[src/common/npc_cfg.svh]
`ifndef NPC_CFG_SVH
`define NPC_CFG_SVH

// btb geometry
`define NPC_BTB_ADDR_WIDTH 6
`define NPC_BTB_TAG_WIDTH 12

// per-address local history
`define NPC_BHT_ADDR_WIDTH 6
`define NPC_BHT_DATA_WIDTH 4

// history bits plus two pc bits
`define NPC_LPHT_ADDR_WIDTH (`NPC_BHT_DATA_WIDTH + 2)

// 8-entry return stack
`define NPC_RAS_ADDR_WIDTH 3

// first fetch address out of reset
`define NPC_RESET_PC 32'h1c00_0000

`endif
[src/common/npc_pkg.sv]
`include "npc_cfg.svh"

package npc_pkg;

  typedef enum logic [1:0] {
    TGT_NPC    = 2'd0,
    TGT_CALL   = 2'd1,
    TGT_RETURN = 2'd2,
    TGT_IMM    = 2'd3
  } target_type_e;

  typedef logic [`NPC_RAS_ADDR_WIDTH-1:0] ras_ptr_t;

  typedef struct packed {
    logic                          valid;
    logic                          fsc;
    logic [`NPC_BTB_TAG_WIDTH-1:0] tag;
    logic [29:0]                   target_pc;
    logic                          uncond;
    target_type_e                  target_type;
  } btb_entry_t;

  typedef struct packed {
    logic                           taken;
    logic [31:0]                    target;
    logic [`NPC_BHT_DATA_WIDTH-1:0] history;
    logic [1:0]                     lphr;
    ras_ptr_t                       ras_ptr;
  } bpu_predict_t;

  typedef struct packed {
    logic                           miss;
    logic [31:0]                    pc;
    logic                           true_taken;
    logic                           true_uncond;
    target_type_e                   true_target_type;
    logic [31:0]                    true_target;
    logic [`NPC_BHT_DATA_WIDTH-1:0] history;
    logic [1:0]                     lphr;
    ras_ptr_t                       ras_ptr;
  } bpu_correct_t;

  // both slots of an aligned group share one index
  function automatic logic [`NPC_BTB_ADDR_WIDTH-1:0] btb_index(logic [31:0] pc);
    return pc[`NPC_BTB_ADDR_WIDTH+2:3];
  endfunction

  function automatic logic [`NPC_BTB_TAG_WIDTH-1:0] btb_tag(logic [31:0] pc);
    return pc[`NPC_BTB_TAG_WIDTH+`NPC_BTB_ADDR_WIDTH+2:`NPC_BTB_ADDR_WIDTH+3];
  endfunction

  // fold two address fields together
  function automatic logic [`NPC_BHT_ADDR_WIDTH-1:0] bht_index(logic [31:0] pc);
    return pc[`NPC_BHT_ADDR_WIDTH+2:3] ^
           pc[2*`NPC_BHT_ADDR_WIDTH+2:`NPC_BHT_ADDR_WIDTH+3];
  endfunction

  function automatic logic [`NPC_LPHT_ADDR_WIDTH-1:0] lpht_index(
    logic [`NPC_BHT_DATA_WIDTH-1:0] hist,
    logic [31:0]                    pc
  );
    return {pc[`NPC_LPHT_ADDR_WIDTH-`NPC_BHT_DATA_WIDTH+2:3], hist};
  endfunction

  // 2-bit counter step
  function automatic logic [1:0] next_lphr(logic [1:0] old, logic taken);
    case (old)
      2'b01:   return {taken, 1'b0};
      2'b10:   return {taken, 1'b1};
      2'b11:   return {1'b1, taken};
      default: return {1'b0, taken};
    endcase
  endfunction

endpackage

[src/npc_top.sv]
`timescale 1ns/1ns

module npc_top import npc_pkg::*; (
  input  logic             clk,
  input  logic             rst_n,
  input  logic             redirect_i,
  input  logic [31:0]      redirect_target_i,
  input  logic             stall_i,
  output logic [1:0][31:0] pc_o,
  output logic [1:0]       valid_o,
  output bpu_predict_t     predict_o,
  input  bpu_correct_t     correct_i
);

  logic [1:0][31:0] fetch_pc;
  logic [1:0]       fetch_valid;
  bpu_predict_t     fetch_predict;

  // next-pc stage
  core_npc u_core_npc (
    .clk               (clk),
    .rst_n             (rst_n),
    .redirect_i        (redirect_i),
    .redirect_target_i (redirect_target_i),
    .stall_i           (stall_i),
    .pc_o              (fetch_pc),
    .valid_o           (fetch_valid),
    .predict_o         (fetch_predict),
    .correct_i         (correct_i)
  );

  assign pc_o      = fetch_pc;
  assign valid_o   = fetch_valid;
  assign predict_o = fetch_predict;

endmodule

[src/npc/core_npc.sv]
`timescale 1ns/1ns
`include "npc_cfg.svh"

module core_npc import npc_pkg::*; (
  input  logic             clk,
  input  logic             rst_n,
  input  logic             redirect_i,
  input  logic [31:0]      redirect_target_i,
  input  logic             stall_i,
  output logic [1:0][31:0] pc_o,
  output logic [1:0]       valid_o,
  output bpu_predict_t     predict_o,
  input  bpu_correct_t     correct_i
);

  localparam int BTB_DEPTH  = 1 << `NPC_BTB_ADDR_WIDTH;
  localparam int BHT_DEPTH  = 1 << `NPC_BHT_ADDR_WIDTH;
  localparam int LPHT_DEPTH = 1 << `NPC_LPHT_ADDR_WIDTH;

  logic                            advance;
  logic [31:0]                     pc_q;
  logic [31:0]                     next_pc;
  logic [31:0]                     pred_npc;
  logic [31:0]                     seq_pc;
  logic [31:0]                     btb_target;
  logic [31:0]                     push_addr;
  logic [31:0]                     ras_top;
  ras_ptr_t                        ras_ptr;

  btb_entry_t                      btb_q;
  btb_entry_t                      btb_wdata;
  logic                            btb_we;
  logic                            btb_re;
  logic [`NPC_BTB_ADDR_WIDTH-1:0]  btb_waddr;
  logic [`NPC_BTB_ADDR_WIDTH-1:0]  btb_raddr;

  logic                            bht_we;
  logic [`NPC_BHT_ADDR_WIDTH-1:0]  bht_waddr;
  logic [`NPC_BHT_ADDR_WIDTH-1:0]  bht_addr_q;
  logic [`NPC_BHT_DATA_WIDTH-1:0]  bht_wdata;
  logic [`NPC_BHT_DATA_WIDTH-1:0]  bht_data;

  logic                            lpht_we;
  logic [`NPC_LPHT_ADDR_WIDTH-1:0] lpht_waddr;
  logic [`NPC_LPHT_ADDR_WIDTH-1:0] lpht_raddr;
  logic [1:0]                      lpht_wdata;
  logic [1:0]                      lpht_q;

  logic                            hit;
  logic                            pred_taken;
  logic                            ras_push;
  logic                            ras_pop;
  logic                            ras_repair;

  assign advance = !stall_i || redirect_i;

  always_ff @(posedge clk) begin
    if (!rst_n) begin
      pc_q       <= `NPC_RESET_PC;
      bht_addr_q <= bht_index(`NPC_RESET_PC);
    end else if (advance) begin
      pc_q       <= next_pc;
      bht_addr_q <= bht_index(next_pc);
    end
  end

  // both slots share the aligned group address
  assign pc_o[0] = {pc_q[31:3], 1'b0, pc_q[1:0]};
  assign pc_o[1] = {pc_q[31:3], 1'b1, pc_q[1:0]};

  assign seq_pc     = pc_o[0] + 32'd8;
  assign btb_target = {btb_q.target_pc, 2'b00};
  assign hit        = btb_q.valid && (btb_q.tag == btb_tag(pc_q)) &&
                      (!pc_q[2] || btb_q.fsc);

  always_comb begin
    pred_taken = 1'b0;
    pred_npc   = seq_pc;
    ras_push   = 1'b0;
    ras_pop    = 1'b0;
    if (hit) begin
      if (btb_q.uncond) begin
        case (btb_q.target_type)
          TGT_RETURN: begin
            pred_taken = 1'b1;
            pred_npc   = ras_top;
            ras_pop    = !redirect_i;
          end
          TGT_CALL: begin
            pred_taken = 1'b1;
            pred_npc   = btb_target;
            ras_push   = !redirect_i;
          end
          TGT_IMM: begin
            pred_taken = 1'b1;
            pred_npc   = btb_target;
          end
          default: begin
            pred_taken = 1'b0;
          end
        endcase
      end else if (lpht_q[1]) begin
        pred_taken = 1'b1;
        pred_npc   = btb_target;
      end
    end
  end

  assign next_pc = redirect_i ? redirect_target_i : pred_npc;

  always_comb begin
    if (stall_i) begin
      valid_o = 2'b00;
    end else if (pred_taken && !btb_q.fsc) begin
      valid_o = 2'b01;
    end else begin
      valid_o = pc_q[2] ? 2'b10 : 2'b11;
    end
  end

  assign predict_o.taken   = pred_taken;
  assign predict_o.target  = pred_npc;
  assign predict_o.history = bht_data;
  assign predict_o.lphr    = lpht_q;
  assign predict_o.ras_ptr = ras_ptr;

  // return address of the call slot
  assign push_addr  = (btb_q.fsc ? pc_o[1] : pc_o[0]) + 32'd4;
  assign ras_repair = correct_i.miss && !((ras_push || ras_pop) && !stall_i);

  // reset reloads the entry for the reset pc
  assign btb_raddr  = rst_n ? btb_index(next_pc) : btb_index(`NPC_RESET_PC);
  assign btb_re     = advance || !rst_n;
  assign lpht_raddr = lpht_index(bht_data, pc_q);

  always_comb begin
    btb_we                = correct_i.miss;
    btb_waddr             = btb_index(correct_i.pc);
    btb_wdata.valid       = 1'b1;
    btb_wdata.fsc         = correct_i.pc[2];
    btb_wdata.tag         = btb_tag(correct_i.pc);
    btb_wdata.target_pc   = correct_i.true_target[31:2];
    btb_wdata.uncond      = correct_i.true_uncond;
    btb_wdata.target_type = correct_i.true_target_type;

    // direction tables train on conditional branches only
    bht_we     = correct_i.miss && !correct_i.true_uncond;
    bht_waddr  = bht_index(correct_i.pc);
    bht_wdata  = {correct_i.history[`NPC_BHT_DATA_WIDTH-2:0], correct_i.true_taken};

    lpht_we    = bht_we;
    lpht_waddr = lpht_index(bht_wdata, correct_i.pc);
    lpht_wdata = next_lphr(correct_i.lphr, correct_i.true_taken);
  end

  sdp_bram #(
    .DATA_WIDTH ($bits(btb_entry_t)),
    .DEPTH      (BTB_DEPTH)
  ) btb_table (
    .clk     (clk),
    .we_i    (btb_we),
    .waddr_i (btb_waddr),
    .wdata_i (btb_wdata),
    .re_i    (btb_re),
    .raddr_i (btb_raddr),
    .rdata_o (btb_q)
  );

  sdp_lutram #(
    .DATA_WIDTH (`NPC_BHT_DATA_WIDTH),
    .DEPTH      (BHT_DEPTH)
  ) bht_table (
    .clk     (clk),
    .we_i    (bht_we),
    .waddr_i (bht_waddr),
    .wdata_i (bht_wdata),
    .raddr_i (bht_addr_q),
    .rdata_o (bht_data)
  );

  sdp_lutram #(
    .DATA_WIDTH (2),
    .DEPTH      (LPHT_DEPTH)
  ) lpht_table (
    .clk     (clk),
    .we_i    (lpht_we),
    .waddr_i (lpht_waddr),
    .wdata_i (lpht_wdata),
    .raddr_i (lpht_raddr),
    .rdata_o (lpht_q)
  );

  npc_ras u_ras (
    .clk           (clk),
    .rst_n         (rst_n),
    .stall_i       (stall_i),
    .push_i        (ras_push),
    .pop_i         (ras_pop),
    .push_addr_i   (push_addr),
    .repair_i      (ras_repair),
    .repair_ptr_i  (correct_i.ras_ptr),
    .repair_call_i (correct_i.true_target_type == TGT_CALL),
    .repair_pc_i   (correct_i.pc),
    .top_o         (ras_top),
    .ptr_o         (ras_ptr)
  );

endmodule

[src/npc/npc_ras.sv]
`timescale 1ns/1ns

module npc_ras import npc_pkg::*; (
  input  logic        clk,
  input  logic        rst_n,
  input  logic        stall_i,
  input  logic        push_i,
  input  logic        pop_i,
  input  logic [31:0] push_addr_i,
  input  logic        repair_i,
  input  ras_ptr_t    repair_ptr_i,
  input  logic        repair_call_i,
  input  logic [31:0] repair_pc_i,
  output logic [31:0] top_o,
  output ras_ptr_t    ptr_o
);

  localparam int DEPTH = 1 << $bits(ras_ptr_t);

  logic [31:0] stack [DEPTH];
  // wr_ptr is the next free slot, rd_ptr the current top
  ras_ptr_t    wr_ptr;
  ras_ptr_t    rd_ptr;
  logic        spec_push;
  logic        spec_pop;

  assign spec_push = push_i && !stall_i;
  assign spec_pop  = pop_i && !stall_i;

  always_ff @(posedge clk) begin
    if (!rst_n) begin
      wr_ptr <= '0;
      rd_ptr <= '0;
    end else if (spec_push) begin
      rd_ptr <= wr_ptr;
      wr_ptr <= wr_ptr + 1'b1;
    end else if (spec_pop) begin
      wr_ptr <= wr_ptr - 1'b1;
      rd_ptr <= rd_ptr - 1'b1;
    end else if (repair_i) begin
      // rebuild from the pointer the branch was predicted with
      if (repair_call_i) begin
        wr_ptr <= repair_ptr_i + 1'b1;
        rd_ptr <= repair_ptr_i;
      end else begin
        wr_ptr <= repair_ptr_i;
        rd_ptr <= repair_ptr_i - 1'b1;
      end
    end
  end

  always_ff @(posedge clk) begin
    if (spec_push) begin
      stack[wr_ptr] <= push_addr_i;
    end else if (repair_i && repair_call_i) begin
      stack[repair_ptr_i] <= repair_pc_i + 32'd4;
    end
  end

  assign top_o = stack[rd_ptr];
  assign ptr_o = wr_ptr;

endmodule

[src/sdp_lutram.sv]
`timescale 1ns/1ns

module sdp_lutram #(
  parameter int DATA_WIDTH = 4,
  parameter int DEPTH      = 64
) (
  input  logic                     clk,
  input  logic                     we_i,
  input  logic [$clog2(DEPTH)-1:0] waddr_i,
  input  logic [DATA_WIDTH-1:0]    wdata_i,
  input  logic [$clog2(DEPTH)-1:0] raddr_i,
  output logic [DATA_WIDTH-1:0]    rdata_o
);

  logic [DATA_WIDTH-1:0] mem [DEPTH] = '{default: '0};

  always_ff @(posedge clk) begin
    if (we_i) begin
      mem[waddr_i] <= wdata_i;
    end
  end

  // async read
  assign rdata_o = mem[raddr_i];

endmodule

[src/sdp_bram.sv]
`timescale 1ns/1ns

module sdp_bram #(
  parameter int DATA_WIDTH = 32,
  parameter int DEPTH      = 64
) (
  input  logic                     clk,
  input  logic                     we_i,
  input  logic [$clog2(DEPTH)-1:0] waddr_i,
  input  logic [DATA_WIDTH-1:0]    wdata_i,
  input  logic                     re_i,
  input  logic [$clog2(DEPTH)-1:0] raddr_i,
  output logic [DATA_WIDTH-1:0]    rdata_o
);

  logic [DATA_WIDTH-1:0] mem [DEPTH] = '{default: '0};
  logic [DATA_WIDTH-1:0] rdata_q = '0;

  always_ff @(posedge clk) begin
    if (we_i) begin
      mem[waddr_i] <= wdata_i;
    end
  end

  // read-first with the output held while re_i is low
  always_ff @(posedge clk) begin
    if (re_i) begin
      rdata_q <= mem[raddr_i];
    end
  end

  assign rdata_o = rdata_q;

endmodule

[config.mk]
export PLATFORM = sky130hd
export DESIGN_NAME = npc_top
export DESIGN_NICKNAME = d
export VERILOG_FILES = /design/src/common/npc_pkg.sv /design/src/npc_top.sv /design/src/npc/core_npc.sv /design/src/npc/npc_ras.sv /design/src/sdp_lutram.sv /design/src/sdp_bram.sv
export VERILOG_INCLUDE_DIRS = /design/src /design/src/common
export SDC_FILE = /design/constraint.sdc
export NUM_CORES = 2
export LEC_CHECK = 0
export BUFFER_PORTS_ARGS = -buffer_cell sky130_fd_sc_hd__buf_2
export CAP_MARGIN = 20
export CORE_AREA = 5 5 532 534
export DETAILED_ROUTE_END_ITERATION = 16
export DIE_AREA = 0 0 537 539
export HOLD_SLACK_MARGIN = 0.03
export PLACE_DENSITY = 0.71
export SYNTH_ARGS = -nofsm -noshare
export SYNTH_HDL_FRONTEND = slang
export SYNTH_SLANG_ARGS = --single-unit
[constraint.sdc]
create_clock -name clk -period 7.5 [get_ports clk]
set_input_delay 0.75 -clock clk [delete_from_list [all_inputs] [get_ports clk]]
set_output_delay 0.75 -clock clk [all_outputs]
set_load 0.005 [all_outputs]
==> results by group <==
Yosys
  – Area leader, netlist: edfxtp_1
  – Seq cells post-synth: 3748
  – Top post-synthesis cells by area: edfxtp_1 73%, mux2i_1 4.5%, nand2_1 3.1%, mux4_2 1.8%, nand3_1 1.6%
  – Main combinational cell family by area after synthesis: simple AND/OR/NAND/NOR gates
  – Post-synthesis mux area share: 7.14%
  – Sequential fraction of the synthesis area: 73.7%
  – Cell Area, Synth: 152000 µm²
  – Yosys warnings: 0
  – Post-synth ARST share: 0%
  – Synth unique cells: 92
  – Cells after Synth: 10.2k
  – Post-synth EDFFs: 3695
  – Top-area cell type share of the netlist area: 73.0%
  – Post-Synth Adder-Cell Area: 0.0708%
  – Synth Area in XOR/XNOR: 0.507%
  – Synth Area in Compound Gates: 6.41%
  – Syn_area_per_cell: 14.9 µm²
  – Post-synth top flop: edfxtp_1
  – Post-Synth Simple-Gate Area: 9.79%

Setup path
  – Required @ worst endpoint: 8140 ps
  – Crit-path cells: buf_4 > nor2b_1 > a211oi_1 > o211ai_1 > and4_1 > a21oi_2 > buf_4 > mux2_1 > o31ai_1 > o31a_1 > a32o_1 > inv_4 > mux2i_2 > o211a_4 > buf_12 > buf_12 > buf_4 > mux2i_1 > a221oi_1 > a32oi_1 > and4_1 > a31oi_1
  – Worst Path Buf+Inv: 6
  – CP max stage cell: dfxtp_1
  – CP endpoint kind: register
  – Crit start category: register
  – Worst EP arrival: 7890 ps
  – Critical path class: register to register
  – Delay-heaviest family, CP: compound AO/OA/AOI/OAI gates
  – Worst Path Max Fanout: 18
  – Max incr delay on CP: 780 ps
  – Most frequent CP cell: buf_4

Cells and area
  – Area Growth Syn to Fin: 13.2%
  – Layout cell share with drive strength beyond 1: 14.6%
  – Non-Filler Instances: 14.6k
  – Final nets: 10.7k
  – Most frequent cells in the layout: 3695 x edfxtp_1, 1267 x nand2_1, 685 x mux2i_1
  – Final core utilization: 61.9%
  – Most common library cell in the layout ignoring fill and taps: edfxtp_1

Clocking
  – Reg clk slew, reported paths: 60 ps
  – CTS root buf: clkbuf_16
  – Clk sinks: 3748
  – Clock Latency Late Sink: 930 ps
  – Num CTS Buffers: 372
  – Maximum root-to-sink buffer count: 4
  – H-tree depth: 5
  – CTS tree: yes

Floorplanning
  – I/O pin count: 222
  – Die area: 289000 µm²
  – Site row count: 194
  – Initial Util: 54.7%
  – Core area: 278000 µm²
  – Die Ht: 539 µm
  – Die width: 537 µm

GRT
  – Largest net degree at the start of global routing: 151
  – Initial antenna violation count: 38
  – Vias in the first global route: 92.7k
  – Tot GR Track Use: 31.0%
  – Global route total overflow: 0
  – First-pass GRT wire length: 652000 µm

Timing
  – Worst-margin pin slew: 1240 ps
  – Final Hold Fails: 0
  – Max-slew violations: 0
  – Worst setup margin: 253 ps
  – Period utilisation layout: 96.6%
  – Unrepaired setup endpoints after global routing: false
  – Fmax achieved: 0.138 GHz
  – Setup TNS: 0 ps
  – Period minus WS final: 7250 ps
  – Final Setup Violations: 0
  – Slew HR: 16.9%
  – Setup Skew: 66.7 ps

Outcome
  – Status: finished, final reports clean

Drt
  – First-pass DRT Iterations: 8
  – DR vias/cell: 6.64
  – DR vias: 97.1k
  – Number of remaining DRC errors: 0
  – Routed WL: 462000 µm
  – DR WL/cell: 31.6 µm
  – Antenna viol nets, final: 0
  – First DRT Iteration DRCs: 14.9k

Placed design
  – Placed cell count: 13.9k
  – IO Port Bufs: 216
  – Hpwl dp: 271000 µm
  – Gpl congestion: 0.944
  – Worst slack, placed: 335 ps

Worst hold path
  – Tightest Hold Check Type: input pin to register
  – Hold_sp: redirect_target_i[20]

Pwr
  – Total leakage power: 57.6 nW
  – Power Density: 273 nW/µm²
  – Total Power: 46.9 mW
  – Worst VDD drop: 0.000235 V

Flow run
  – Max Cap Violations: 0
-- cell families (layout without fill, tap and decap cells) --
kind of cell	Yosys count	in the layout
other cells	2	79
buf+inv	790	1421
fa+ha+maj	9	9
simple gates	3237	3237
xor+xnor	88	88
compound gates	1403	1403
flops	3748	3748
mux	917	917
-- state kept, by name, summed over array words and instances (netlist names), named ones only --
register                      flops
u_core_npc.btb_table.mem       3008
u_core_npc.pc_q                  32
u_core_npc.lpht_table.mem       128
u_core_npc.bht_addr_q             6
u_core_npc.u_ras.rd_ptr           3
u_core_npc.btb_table.rdata_o     47
u_core_npc.u_ras.stack          256
u_core_npc.bht_table.mem        256
u_core_npc.u_ras.ptr_o            3
-- area by class of cell --
class | count | area, µm²
Antenna cell | 13 | 32.5
Sequential cell | 3748 | 112000
Tap cell | 3724 | 4660
Clock buffer | 464 | 9810
Multi-Input combinational cell | 5720 | 37400
Inverter | 47 | 186
Clock inverter | 193 | 1750
Fill cell | 19800 | 106000
Timing Repair Buffer | 717 | 6270
-- final timing paths --
| check | endpoint | slack [ps] | cells after the start |
|---|---|---|---|
| setup / recovery | u_core_npc.btb_table.rdata_o[28]$_DFFE_PP_ | 250 | 22 |
| hold / removal | u_core_npc.pc_q[20]$_SDFFE_PN0N_ | 80 | 2 |
| setup reg to reg | u_core_npc.btb_table.rdata_o[28]$_DFFE_PP_ | 250 | 22 |
| hold reg to reg | register | 530 | 2 |
-- stage by stage --
step                hold WS (ps)  area, µm²
CTS                         30.7     172000
detailed placement           517     160000
global placement             509     160000
global route                64.5     172000
floorplan                    431     152000
finish                      78.8     172000
-- synthesized netlist by cell type (18+ instances only) --
cell / n
a211oi_1: 68
o22ai_1: 136
dfxtp_1: 53
mux2_2: 106
o221ai_1: 29
a311oi_1: 18
a21oi_1: 143
a22oi_1: 85
nand4_1: 63
nand2b_1: 175
nand2_1: 1271
buf_1: 79
nor3_1: 288
nor2b_1: 30
a221o_1: 35
o21ai_0: 311
buf_2: 185
edfxtp_1: 3695
o2111ai_1: 23
inv_1: 42
a221oi_1: 41
mux2i_1: 685
nor4_1: 56
and3_1: 129
mux4_2: 121
o22a_1: 86
o311ai_0: 27
nor2_1: 594
xnor2_1: 47
buf_4: 94
nand4b_1: 40
and4_1: 26
o211ai_1: 75
a32oi_1: 106
nand3_1: 483
or4_1: 24
a31oi_1: 104
clkbuf_1: 377
xor2_1: 41
-- layer usage --
metal | wire length [µm] | vias up | global-route usage [%] | share of wire (%)
li1 | - | 40000 | - | -
met1 | 164000 | 48500 | 41.9 | 35
met2 | 211000 | 7267 | 47.9 | 46
met3 | 63300 | 1263 | 8.38 | 14
met4 | 23800 | 26 | 13.5 | 5.2
met5 | 161 | - | 0 | 0.035
-- report_power, final --
group	internal [mW]	total [mW]	switching, mW
Clock	10.2	18.0	7.77
Combinational	1.76	5.31	3.55
Sequential	23.3	23.6	0.319
Total	35.3	46.9	11.6
-- repair_timing --
| action | in CTS | in global routing |
|---|---|---|
| buffers inserted | 0 | 1 |
| hold buffers | 4 | 0 |
| endpoints found under the setup margin | 0 | 1 |
| gates resized for setup | 0 | 0 |
| hold endpoints to repair | 4 | 0 |
(Power assumes the default switching activity.)
